$ cat src/source/video_defines.svh
/*
  Screen geometry, tile size and CPU register map of the video subsystem.
  Horizontal values count pixel clock enables and vertical values count lines.
  Register addresses are word addresses and the palette fills addresses 16 to 31.
*/
`ifndef VIDEO_DEFINES_SVH
`define VIDEO_DEFINES_SVH

// Horizontal timing
`define H_ACTIVE    64
`define H_TOTAL     96
`define HS_START    72
`define HS_END      80

// Vertical timing
`define V_ACTIVE    32
`define V_TOTAL     40
`define VS_START    34
`define VS_END      36

// One ROM word is one tile row
`define TILE_W      8
// Active width plus one tile for fine scroll
`define FETCH_WORDS 9

`define REG_HPOS        0
`define REG_VPOS        1
`define REG_LAYER_CTRL  2
`define REG_BACK_COLOR  3

`endif

$ cat src/source/bus_pkg.sv
/*
  CPU access and graphics ROM types.
  The CPU port is a single-cycle strobe without handshake.
  A ROM word holds eight 4-bit pixels, leftmost pixel in the low nibble.
*/
`default_nettype none

package bus_pkg;

    typedef struct packed {
        logic        cs;
        logic        we;
        logic [4:0]  addr;
        logic [15:0] data;
    } cpu_req_t;

    // Row times 32 plus tile column
    typedef logic [12:0] rom_addr_t;

    typedef logic [31:0] rom_data_t;

endpackage

`default_nettype wire

$ cat src/source/video_pkg.sv
/*
  Types shared by the video pipeline.
  Colours are 4 bits per channel with red in the top nibble and blue in the low one.
  Palette index 0 is transparent.
*/
`default_nettype none

package video_pkg;

    // Pixel counter or scroll offset
    typedef logic [8:0] pos_t;

    // Palette index of one pixel
    typedef logic [3:0] pxl_idx_t;

    typedef logic [11:0] color_t;

    // Bit 0 enables the scroll layer
    typedef logic [15:0] layer_ctrl_t;

    // One-clock palette write pulse
    typedef struct packed {
        logic     we;
        pxl_idx_t entry;
        color_t   color;
    } pal_wr_t;

endpackage

`default_nettype wire

$ cat src/source/color_mixer.sv
/*
  Palette lookup and final colour select for the scroll layer.
  The pixel arrives one pxl_cen behind the counters, the blanking inputs arrive with
  the counters, and both leave two pxl_cen behind the counters.
  Output is black during blanking.
*/
`default_nettype none

module color_mixer (
    input  wire                         clk,
    input  wire                         rst,
    input  wire                         pxl_cen,
    input  wire                         hb,
    input  wire                         vb,
    input  wire video_pkg::pxl_idx_t    pxl,
    input  wire video_pkg::layer_ctrl_t layer_ctrl,
    input  wire video_pkg::color_t      back_color,
    input  wire video_pkg::pal_wr_t     pal_wr,
    output video_pkg::color_t           rgb,
    output logic                        hb_dly,
    output logic                        vb_dly
);
    import video_pkg::*;

    color_t pal_ram [0:15];
    color_t pal_color;
    logic   show_back;
    logic   hb1;
    logic   vb1;

    always_ff @(posedge clk) begin
        if (pal_wr.we) begin
            pal_ram[pal_wr.entry] <= pal_wr.color;
        end
    end

    assign pal_color = pal_ram[pxl];
    // Index 0 is transparent and lets the background through
    assign show_back = !layer_ctrl[0] || (pxl == '0);

    always_ff @(posedge clk or posedge rst) begin
        if (rst) begin
            hb1    <= 1'b1;
            vb1    <= 1'b1;
            hb_dly <= 1'b1;
            vb_dly <= 1'b1;
            rgb    <= '0;
        end else if (pxl_cen) begin
            // First stage brings blanking level with the pixel
            hb1    <= hb;
            vb1    <= vb;
            hb_dly <= hb1;
            vb_dly <= vb1;
            if (hb1 || vb1) begin
                rgb <= '0;
            end else if (show_back) begin
                rgb <= back_color;
            end else begin
                rgb <= pal_color;
            end
        end
    end

    black_in_blank: assert property (@(posedge clk) disable iff (rst)
        (hb_dly || vb_dly) |-> rgb == '0);

endmodule

`default_nettype wire

$ cat src/source/scroll_fetch.sv
/*
  Line fetch and pixel read-out for one 8x8 tile scroll layer.
  Each line_start fetches nine ROM words for the next line into the idle buffer half.
  The ROM must return all nine words within one line, a late fetch is not detected.
  A line_start that arrives while a fetch is still running is ignored.
*/
`default_nettype none
`include "video_defines.svh"

module scroll_fetch (
    input  wire                     clk,
    input  wire                     rst,
    input  wire                     pxl_cen,
    input  wire                     line_start,
    input  wire video_pkg::pos_t    vrender,
    input  wire video_pkg::pos_t    vdump,
    input  wire video_pkg::pos_t    hdump,
    input  wire video_pkg::pos_t    hpos,
    input  wire video_pkg::pos_t    vpos,
    output logic                    rom_valid,
    input  wire                     rom_ready,
    output bus_pkg::rom_addr_t      rom_addr,
    input  wire                     rom_ok,
    input  wire bus_pkg::rom_data_t rom_data,
    output video_pkg::pxl_idx_t     pxl
);
    import video_pkg::*;

    localparam int BUF_LEN = `FETCH_WORDS * `TILE_W;

    typedef enum logic [1:0] {st_idle, st_req, st_wait} fetch_st_t;

    fetch_st_t  state;
    logic [3:0] word_cnt;
    logic [7:0] row;
    logic [4:0] col;
    logic       wr_half;
    pos_t       row_sum;
    logic [6:0] rd_idx;
    logic       last_word;
    pxl_idx_t   line_buf [0:1][0:BUF_LEN-1];

    assign row_sum   = vrender + vpos;
    assign last_word = (word_cnt == 4'(`FETCH_WORDS - 1));
    assign rom_valid = (state == st_req);
    // Tile row in the upper bits, column wraps at 32 tiles
    assign rom_addr  = {row, col + 5'(word_cnt)};
    // Fine scroll shifts the read point into the extra tile
    assign rd_idx    = hdump[6:0] + 7'(hpos[2:0]);

    always_ff @(posedge clk or posedge rst) begin
        if (rst) begin
            state    <= st_idle;
            word_cnt <= '0;
            row      <= '0;
            col      <= '0;
            wr_half  <= 1'b0;
        end else begin
            case (state)
                st_idle: begin
                    if (line_start) begin
                        row      <= row_sum[7:0];
                        col      <= hpos[7:3];
                        wr_half  <= vrender[0];
                        word_cnt <= '0;
                        state    <= st_req;
                    end
                end
                st_req: begin
                    if (rom_ready) begin
                        state <= st_wait;
                    end
                end
                st_wait: begin
                    if (rom_ok) begin
                        word_cnt <= word_cnt + 1'b1;
                        state    <= last_word ? st_idle : st_req;
                    end
                end
                default: state <= st_idle;
            endcase
        end
    end

    // Eight pixels per word, leftmost in the low nibble
    always_ff @(posedge clk) begin
        if (state == st_wait && rom_ok) begin
            for (int k = 0; k < `TILE_W; k++) begin
                line_buf[wr_half][{word_cnt, 3'(k)}] <= rom_data[4*k +: 4];
            end
        end
    end

    always_ff @(posedge clk or posedge rst) begin
        if (rst) begin
            pxl <= '0;
        end else if (pxl_cen) begin
            if (hdump < pos_t'(`H_ACTIVE)) begin
                pxl <= line_buf[vdump[0]][rd_idx];
            end else begin
                pxl <= '0;
            end
        end
    end

    rom_addr_hold: assert property (@(posedge clk) disable iff (rst)
        rom_valid && !rom_ready |=> rom_valid && $stable(rom_addr));

    rom_ok_expected: assert property (@(posedge clk) disable iff (rst)
        rom_ok |-> state == st_wait);

endmodule

`default_nettype wire

$ cat src/source/video_mmr.sv
/*
  CPU-visible registers of the scroll layer.
  Writes to addresses 4 to 15 are dropped and those addresses read as zero.
  Palette entries are write-only and read back as zero.
*/
`default_nettype none
`include "video_defines.svh"

module video_mmr (
    input  wire                     clk,
    input  wire                     rst,
    input  wire bus_pkg::cpu_req_t  cpu,
    output logic [15:0]             cpu_rdata,
    output video_pkg::pos_t         hpos,
    output video_pkg::pos_t         vpos,
    output video_pkg::layer_ctrl_t  layer_ctrl,
    output video_pkg::color_t       back_color,
    output video_pkg::pal_wr_t      pal_wr
);
    logic wr_en;
    logic rd_en;
    logic pal_sel;

    assign wr_en   = cpu.cs && cpu.we;
    assign rd_en   = cpu.cs && !cpu.we;
    // Upper half of the word space is the palette
    assign pal_sel = cpu.addr[4];

    always_ff @(posedge clk or posedge rst) begin
        if (rst) begin
            hpos       <= '0;
            vpos       <= '0;
            layer_ctrl <= '0;
            back_color <= '0;
        end else if (wr_en && !pal_sel) begin
            case (cpu.addr)
                5'(`REG_HPOS):       hpos       <= cpu.data[8:0];
                5'(`REG_VPOS):       vpos       <= cpu.data[8:0];
                5'(`REG_LAYER_CTRL): layer_ctrl <= cpu.data;
                5'(`REG_BACK_COLOR): back_color <= cpu.data[11:0];
                default: ;
            endcase
        end
    end

    // Palette write leaves one clock after the CPU write
    always_ff @(posedge clk or posedge rst) begin
        if (rst) begin
            pal_wr <= '0;
        end else begin
            pal_wr.we    <= wr_en && pal_sel;
            pal_wr.entry <= cpu.addr[3:0];
            pal_wr.color <= cpu.data[11:0];
        end
    end

    always_ff @(posedge clk or posedge rst) begin
        if (rst) begin
            cpu_rdata <= '0;
        end else if (rd_en) begin
            case (cpu.addr)
                5'(`REG_HPOS):       cpu_rdata <= {7'd0, hpos};
                5'(`REG_VPOS):       cpu_rdata <= {7'd0, vpos};
                5'(`REG_LAYER_CTRL): cpu_rdata <= layer_ctrl;
                5'(`REG_BACK_COLOR): cpu_rdata <= {4'd0, back_color};
                default:             cpu_rdata <= '0;
            endcase
        end
    end

    pal_wr_origin: assert property (@(posedge clk) disable iff (rst)
        pal_wr.we |-> $past(wr_en && pal_sel));

endmodule

`default_nettype wire

$ cat src/source/video_timing.sv
/*
  Pixel and line counters with registered sync and blanking.
  Everything advances only on pxl_cen and resets into blanking at the last pixel
  of the last line, so the first counted pixel is (0, 0).
*/
`default_nettype none
`include "video_defines.svh"

module video_timing (
    input  wire                 clk,
    input  wire                 rst,
    input  wire                 pxl_cen,
    output video_pkg::pos_t     hdump,
    output video_pkg::pos_t     vdump,
    output video_pkg::pos_t     vrender,
    output logic                line_start,
    output logic                hs,
    output logic                vs,
    output logic                hb,
    output logic                vb
);
    import video_pkg::*;

    pos_t h_nxt;
    pos_t v_nxt;
    logic h_wrap;

    // Next counter values, decodes are taken from these so they line up with the counters
    always_comb begin
        h_wrap = (hdump == pos_t'(`H_TOTAL - 1));
        h_nxt  = h_wrap ? '0 : hdump + 1'b1;
        v_nxt  = vdump;
        if (h_wrap) begin
            v_nxt = (vdump == pos_t'(`V_TOTAL - 1)) ? '0 : vdump + 1'b1;
        end
    end

    always_ff @(posedge clk or posedge rst) begin
        if (rst) begin
            hdump      <= pos_t'(`H_TOTAL - 1);
            vdump      <= pos_t'(`V_TOTAL - 1);
            vrender    <= '0;
            line_start <= 1'b0;
            hs         <= 1'b0;
            vs         <= 1'b0;
            hb         <= 1'b1;
            vb         <= 1'b1;
        end else begin
            line_start <= 1'b0;
            if (pxl_cen) begin
                hdump      <= h_nxt;
                vdump      <= v_nxt;
                // Line being fetched is one ahead of the one on screen
                vrender    <= (v_nxt == pos_t'(`V_TOTAL - 1)) ? '0 : v_nxt + 1'b1;
                line_start <= (h_nxt == '0);
                hs         <= (h_nxt >= pos_t'(`HS_START)) && (h_nxt < pos_t'(`HS_END));
                vs         <= (v_nxt >= pos_t'(`VS_START)) && (v_nxt < pos_t'(`VS_END));
                hb         <= (h_nxt >= pos_t'(`H_ACTIVE));
                vb         <= (v_nxt >= pos_t'(`V_ACTIVE));
            end
        end
    end

    vdump_range: assert property (@(posedge clk) disable iff (rst)
        vdump < pos_t'(`V_TOTAL));

endmodule

`default_nettype wire

$ cat src/source/video_top.sv
/*
  Single-layer tile video subsystem.
  rgb and the delayed blanking for pixel (h, v) follow hdump and vdump by two pxl_cen.
  The ROM must finish one line's nine words within one line period.
*/
`default_nettype none

module video_top (
    input  wire                     clk,
    input  wire                     rst,
    input  wire                     pxl_cen,
    input  wire bus_pkg::cpu_req_t  cpu,
    output logic [15:0]             cpu_rdata,
    output logic                    rom_valid,
    input  wire                     rom_ready,
    output bus_pkg::rom_addr_t      rom_addr,
    input  wire                     rom_ok,
    input  wire bus_pkg::rom_data_t rom_data,
    output video_pkg::pos_t         hdump,
    output video_pkg::pos_t         vdump,
    output logic                    hs,
    output logic                    vs,
    output logic                    hb_dly,
    output logic                    vb_dly,
    output video_pkg::color_t       rgb
);
    import video_pkg::*;

    pos_t        vrender;
    logic        line_start;
    logic        hb;
    logic        vb;
    pos_t        hpos;
    pos_t        vpos;
    layer_ctrl_t layer_ctrl;
    color_t      back_color;
    pal_wr_t     pal_wr;
    pxl_idx_t    pxl;

    video_timing u_timing (
        .clk(clk), .rst(rst), .pxl_cen(pxl_cen),
        .hdump(hdump), .vdump(vdump), .vrender(vrender), .line_start(line_start),
        .hs(hs), .vs(vs), .hb(hb), .vb(vb)
    );

    video_mmr u_mmr (
        .clk(clk), .rst(rst), .cpu(cpu), .cpu_rdata(cpu_rdata),
        .hpos(hpos), .vpos(vpos), .layer_ctrl(layer_ctrl),
        .back_color(back_color), .pal_wr(pal_wr)
    );

    scroll_fetch u_fetch (
        .clk(clk), .rst(rst), .pxl_cen(pxl_cen), .line_start(line_start),
        .vrender(vrender), .vdump(vdump), .hdump(hdump),
        .hpos(hpos), .vpos(vpos),
        .rom_valid(rom_valid), .rom_ready(rom_ready), .rom_addr(rom_addr),
        .rom_ok(rom_ok), .rom_data(rom_data), .pxl(pxl)
    );

    color_mixer u_mixer (
        .clk(clk), .rst(rst), .pxl_cen(pxl_cen), .hb(hb), .vb(vb), .pxl(pxl),
        .layer_ctrl(layer_ctrl), .back_color(back_color), .pal_wr(pal_wr),
        .rgb(rgb), .hb_dly(hb_dly), .vb_dly(vb_dly)
    );

endmodule

`default_nettype wire
$ cat config.mk
export PLATFORM = sky130hd
export DESIGN_NAME = video_top
export DESIGN_NICKNAME = d
export VERILOG_FILES = /design/src/source/bus_pkg.sv /design/src/source/video_pkg.sv /design/src/source/color_mixer.sv /design/src/source/scroll_fetch.sv /design/src/source/video_mmr.sv /design/src/source/video_timing.sv /design/src/source/video_top.sv
export VERILOG_INCLUDE_DIRS = /design/src /design/src/source
export SDC_FILE = /design/constraint.sdc
export NUM_CORES = 1
export LEC_CHECK = 0
export ABC_CLOCK_PERIOD_IN_PS = 5100
export BUFFER_PORTS_ARGS = -buffer_cell sky130_fd_sc_hd__clkbuf_2
export CAP_MARGIN = 20
export CORE_ASPECT_RATIO = 0.7
export CORE_MARGIN = 2
export CORE_UTILIZATION = 56
export DETAILED_ROUTE_END_ITERATION = 10
export HOLD_SLACK_MARGIN = 0.03
export PLACE_DENSITY = 0.81
export SYNTH_ARGS = -nofsm -noshare
export SYNTH_HDL_FRONTEND = slang
export SYNTH_SLANG_ARGS = --single-unit
$ cat constraint.sdc
create_clock -name clk -period 5.1 [get_ports clk]
set_clock_uncertainty 0.05 [all_clocks]
set_input_delay 1.02 -clock clk [delete_from_list [all_inputs] [get_ports clk]]
set_output_delay 1.02 -clock clk [all_outputs]
set_load 0.01 [all_outputs]
==> run metrics, run 1 <==
Cell variety after synth=72; CTS resizes=0; adder-cell share of the synthesized area=less than 1%; root buffer cell=clkbuf_16; Clock Sinks=around 900; H-tree Lvls=3; critical path peak fanout=34; hold_ws=around 420 ps; MaxCap Viol Count=0; Post-CTS Repair Setup Buffers=0; crit start category=flop; Placed Cells=3182; DRC Markers=0; cts bufs inserted=84; commonest non-fill, non-tap cells in the layout=edfxtp_1, a21o_1, mux4_2, dfrtp_1, clkbuf_2; chip height=225.1 microns; Area Growth Syn to Fin=11.41%; Synth Area in Compound Gates=just under 8%; Reg power frac=42.7%; Worst setup startpoint=u_timing.hdump[0]; Clock Latency Late Sink=660 ps; Main synth FF type=edfxtp_1; first-pass GRT wire length=144.2 mm; pwr dens=476.4 mW/mm^2; sequential share of the synthesized area=68.62%; Final Non-Filler Cells=3336; leading cell type in the layout, fill and taps excluded=edfxtp_1; final wirelength=about 97 mm; Die ar.=0.07200 sq mm; Synth async-reset ratio=16.34%; core area=about 0.069 sq mm; Slew HR=24.82%; Slew Limit Fails=0; number of port buffers=123; Period minus WS final=around 4300 ps; WL/cell=28.95 microns; CP endpoint kind=flop; RSZ-0062 raised after global routing=no; die width=319.9 microns; setup_tns=0 ps; combinational share of power=between 20% and 30%; #FFs+latches synth=918; CTS tree=built; vias per cell=6.709; grt ovf=0; switching share of power=30.21%; Slew @ Worst Pin=1128 ps; Synth Cell Area=just under 0.04 sq mm; antenna violations before repair=2; Final Hold Fails=0; Starting Density=56.33%; DRT Pass-1 Iters=7; Synthesized Nets=2345; Max Freq=0.2352 GHz; highest ir drop seen on vdd=0.3396 mV; Post-synth EDFFs=768; Hold WC Path Type=input pin to async pin; Nets=2441; Synth Area in XOR/XNOR=0.8510%; total of warnings raised by yosys=0; DRT iter0 DRCs=roughly 3100; FF-to-FF Start=u_timing.hdump[0]; Clk pin slew, worst setup/hold paths=70 ps; Hold Buf Count CTS=0; Finish-stage setup viols=0; P_int=14490 uW; syn avg cell area=~17 sq um; Rows=81; Worst Reg-to-Reg Cells=11; vias in the first global route=22530; post-synthesis simple-gate area fraction=4.239%; critical path class=flop to flop; largest net degree at the start of global routing=between 70 and 80; fin crit share=83.37%; share of layout cells above drive strength 1=about 27%; crit path DAT=approximately 4700 ps; Clock power frac=30.5%; I/O Pins=124; Total GRT Usage=a little over a quarter; via count of the routed design=22380; net switching power=6271 uW; worst path required time=~5600 ps; status=completed; Mapped Cells=2259; mux contribution to synthesized area=15.25%; Detail Route Antenna Nets=0; CTS Buffer Depth=3; largest family of logic cells by synthesized area=multiplexers; leak pwr=between 0.015 and 0.02 uW; post-DP HPWL=59.20 mm; GPL Wtd Cong=0.8462
Yosys cell counts (4+ instances only):
cell	number	area share (%)
and3_1	17	0.27
a22o_1	9	0.20
a221oi_1	12	0.27
a31oi_1	9	0.14
buf_1	41	0.39
dfstp_2	16	1.1
nand3_1	17	0.22
nand2b_1	6	0.096
and2_1	6	0.096
o21ai_0	45	0.58
nand3b_1	5	0.096
nor4_1	5	0.080
clkbuf_1	105	1.0
buf_4	9	0.17
buf_2	34	0.44
o2bb2ai_1	15	0.34
edfxtp_1	768	59
nor2b_1	51	0.82
nor3_1	14	0.18
xnor2_1	21	0.47
mux2i_1	39	1.0
a21oi_1	25	0.32
xor2_1	17	0.38
mux4_2	219	13
a311oi_1	4	0.090
ha_1	23	0.74
and2_0	8	0.13
nor2_1	51	0.49
o22ai_1	4	0.064
nand4_1	10	0.16
a2111oi_0	4	0.090
mux2_2	57	1.6
dfrtp_1	134	8.6
a21o_1	257	4.9
a22oi_1	4	0.077
inv_1	20	0.19
and4_1	4	0.090
nand2_1	116	1.1
layer usage:
layer	share of wire (%)	global-route usage [%]	up-vias
met5	0	0	-
met4	3.1	8.738	0
met3	12	6.039	227
met2	46	41.33	1491
met1	39	39.55	11540
li1	-	-	9127
stage by stage:
stage / setup WS (ps) / cell area (sq um) / power, uW / utilization, %
2_1_floorplan: 20.09 / 39110 / 12710 / -
3_3_place_gp: 1221 / 40830 / 14320 / 58.81
3_5_place_dp: 1042 / 40830 / 14440 / 58.81
4_1_cts: 854.1 / 43570 / 20770 / 62.76
5_1_grt: 749.1 / 43570 / 21450 / 62.76
6_report: 848.2 / 43570 / 20760 / 62.76
critical path: stages, from the launching register on:
cell and delay (ps):
dfstp_2 640, ha_4 170, inv_1 50, fa_4 1210, buf_12 290, mux4_2 330
mux2_2 290, nor4_1 330, a41oi_1 80, o2bb2ai_1 180, a211oi_1 360, o2bb2ai_1 120
logic make-up after synthesis:
family                   after synthesis
flip-flops                           918
AO/OA/AOI/OAI                        422
AND/OR/NAND/NOR                      326
multiplexers                         315
buffers and inverters                214
XOR/XNOR                              38
adder cells (fa/ha/maj)               26
registers in the layout (all words and copies together) (netlist names), 2 cells and up:
register / count
u_mmr.pal_wr: 17
u_timing.hdump: 9
u_fetch.col: 5
u_mmr.back_color: 12
u_fetch.state: 2
u_mixer.rgb: 12
u_fetch.pxl: 4
u_mmr.vpos: 9
u_timing.vrender: 8
u_timing.vdump: 9
u_fetch.row: 8
u_mixer.pal_ram: 192
u_mmr.cpu_rdata: 16
u_fetch.word_cnt: 4
u_fetch.line_buf: 576
u_mmr.hpos: 9
u_mmr.layer_ctrl: 16
power groups by stage:
stage | Clock (uW) | Sequential, uW | Combinational, uW
6_report | 6330 | 8870 | 5550
5_1_grt | 6670 | 8910 | 5860
2_1_floorplan | 0 | 8780 | 3930
3_5_place_dp | 0 | 9020 | 5420
4_1_cts | 6390 | 8860 | 5510
3_3_place_gp | 0 | 8990 | 5330
final timing paths:
kind | end | slack, ps
min in group clk | u_mmr.cpu_rdata[14] | 430
worst max register to register | u_fetch.pxl[1] | 850
max in group asynchronous | u_mmr.back_color[4] | 3520
worst max-delay path | u_fetch.pxl[1] | 850
worst min-delay path | u_timing.vdump[7] | 420
worst min register to register | u_mmr.cpu_rdata[14] | 430
final cells by class:
type                            count  area, sq um
Tap cell                          913         1142
Timing Repair Buffer              202         1271
Clock inverter                     58        585.6
Clock buffer                       95         2153
Sequential cell                   918        26840
Inverter                           22        87.58
Multi-Input combinational cell   1127        11480
Fill cell                        4610        25850
Antenna cell                        1        2.502
Note: power is estimated with default switching activity, not from simulation.
==> inputs of run 2 (changes only) <==
Settings changed: ABC_CLOCK_PERIOD_IN_PS 5100 to 3770.
Clock period 5.1 ns to 3.77 ns, I/O delays scaled along.
==> run metrics, run 2 (synthesis gave the netlist of run 1 again) <==
crit path DAT=roughly 4000 ps; Hold WC Path Type=input pin to async pin; fin crit share=between 90% and 100%; RSZ-0062 raised after global routing=no; vias in the first global route=22480; Largest regs=u_fetch.line_buf: 576 flops, u_mixer.pal_ram: 192 flops, u_mmr.pal_wr: 17 flops; cts bufs inserted=84; Detail Route Antenna Nets=0; max FFs per register=576; DRC Markers=0; setup_tns=0 ps; CP cell instances=ha_4 > inv_1 > fa_4 > buf_12 > mux4_2 > mux2_2 > nor4_1 > a41oi_1 > o2bb2ai_1 > a211oi_1 > o2bb2ai_1; Slew HR=28.38%; CTS Buffer Depth=3; Starting Density=between 50 and 60%; Clock Latency Late Sink=between 600 and 700 ps; diode count=0; antenna violations before repair=2; DRT iter0 DRCs=3182; post-DP HPWL=59.98 mm; Slew Limit Fails=0; GPL Wtd Cong=0.8455; Slew @ Worst Pin=1074 ps; MaxCap Viol Count=0; Area Growth Syn to Fin=11.88%; share of layout cells above drive strength 1=a little over a quarter; final wirelength=95.41 mm; largest net degree at the start of global routing=56; commonest non-fill, non-tap cells in the layout=edfxtp_1, a21o_1, mux4_2, dfrtp_1, clkbuf_2; core area=0.06942 sq mm; CP peak stage delay=around 800 ps; Finish-stage setup viols=0; critical path peak fanout=46; via count of the routed design=between 20000 and 25000; grt ovf=0; Max Freq=0.2826 GHz; Post-CTS Repair Setup Buffers=0; Clock Sinks=918; I/O Pins=124; WL/cell=28.43 microns; number of port buffers=123; leak pwr=0.01645 uW; DRT Pass-1 Iters=6; CP max stage cell=fa_4; total power=approximately 28000 uW; Die ar.=0.07200 sq mm; status=completed; number of buffers and inverters on the critical path=2; CTS tree=built; die width=319.9 microns; pwr dens=637.6 mW/mm^2; first-pass GRT wire length=142.5 mm; critical path class=flop to flop; root buffer cell=clkbuf_16; Rows=81; Hold Buf Count CTS=0; CP dominant cell by count=o2bb2ai_1; CP endpoint kind=flop; leading cell type in the layout, fill and taps excluded=edfxtp_1; Final WS setup=231.6 ps; Clk pin slew, worst setup/hold paths=approximately 60 ps; highest ir drop seen on vdd=0.6198 mV; CP top delay family=adder cells; Total GRT Usage=a little over a quarter; worst path required time=about 4200 ps; Nets=2459; Biggest register=u_fetch.line_buf; H-tree Lvls=3; chip height=225.1 microns; Final Hold Fails=0; Post-Place Worst Slack=250.4 ps; vias per cell=6.656; CTS resizes=0; Period minus WS final=around 3500 ps; crit start category=flop
-- run 2: changes by cell type in the layout (fill, tap and decap cells not counted), moves of 2 or more --
cell,previous run,this run
clkbuf_1,10,30
buf_4,74,86
clkinv_2,20,9
clkbuf_8,1,11
buf_12,5,11
bufinv_16,9,3
clkinv_1,17,11
clkbuf_16,84,89
inv_6,4,1
clkinv_4,2,0
clkinvlp_2,2,0
-- run 2: layout make-up --
type,instances,area (sq um)
clock inverter,26,229.0
timing repair buffer,220,1481
tap,913,1142
fill,4581,25670
multi-input combinational,1127,11480
sequential,918,26840
inverter,22,86.33
clock buffer,130,2491
-- run 2: final timing paths --
check / endpoint / slack (ps) / cells past startpoint / startpoint
worst max-delay path: u_fetch.pxl[1] / 230 / 11 / u_timing.hdump[0]
worst min-delay path: u_fetch.row[5] / 80 / 2 / rst
worst max register to register: u_fetch.pxl[1] / 230 / 11 / u_timing.hdump[0]
worst min register to register: u_timing.vrender[6] / 440 / 2 / u_timing.vrender[6]
max in group asynchronous: u_timing.hb / 2790 / 3 / rst
min in group clk: u_mmr.pal_wr[14] / 200 / 1 / cpu[18]
-- run 2: stage by stage --
step	cells	hold slack (ps)	util, %	cell area [sq um]
final	3356	78.24	63.02	43750
after detailed placement	3199	427.0	59.08	41010
after global placement	3199	413.9	59.08	41010
after floorplan	2259	402.4	-	39140
after CTS	3355	58.90	62.99	43730
after global routing	3356	97.20	63.02	43750
-- run 2: power by group --
group          internal (uW)  switching, uW  total (uW)  leakage [uW]
registers              11400            613       12000       0.00884
clock network           4770           3650        8420       0.00132
logic                   3460           3960        7420       0.00628
total                  19700           8230       27900        0.0164
-- run 2: per-layer routing --
metal / global-route usage (%) / wire, microns / share of wire, % / up-vias
met2: 41.87 / 44990 / 47 / 1387
li1: - / - / - / 9160
met1: 39.05 / 37390 / 39 / 11580
met4: 8.390 / 2998 / 3.1 / 0
met3: 5.167 / 10030 / 11 / 213
met5: 0 / 0 / 0 / -
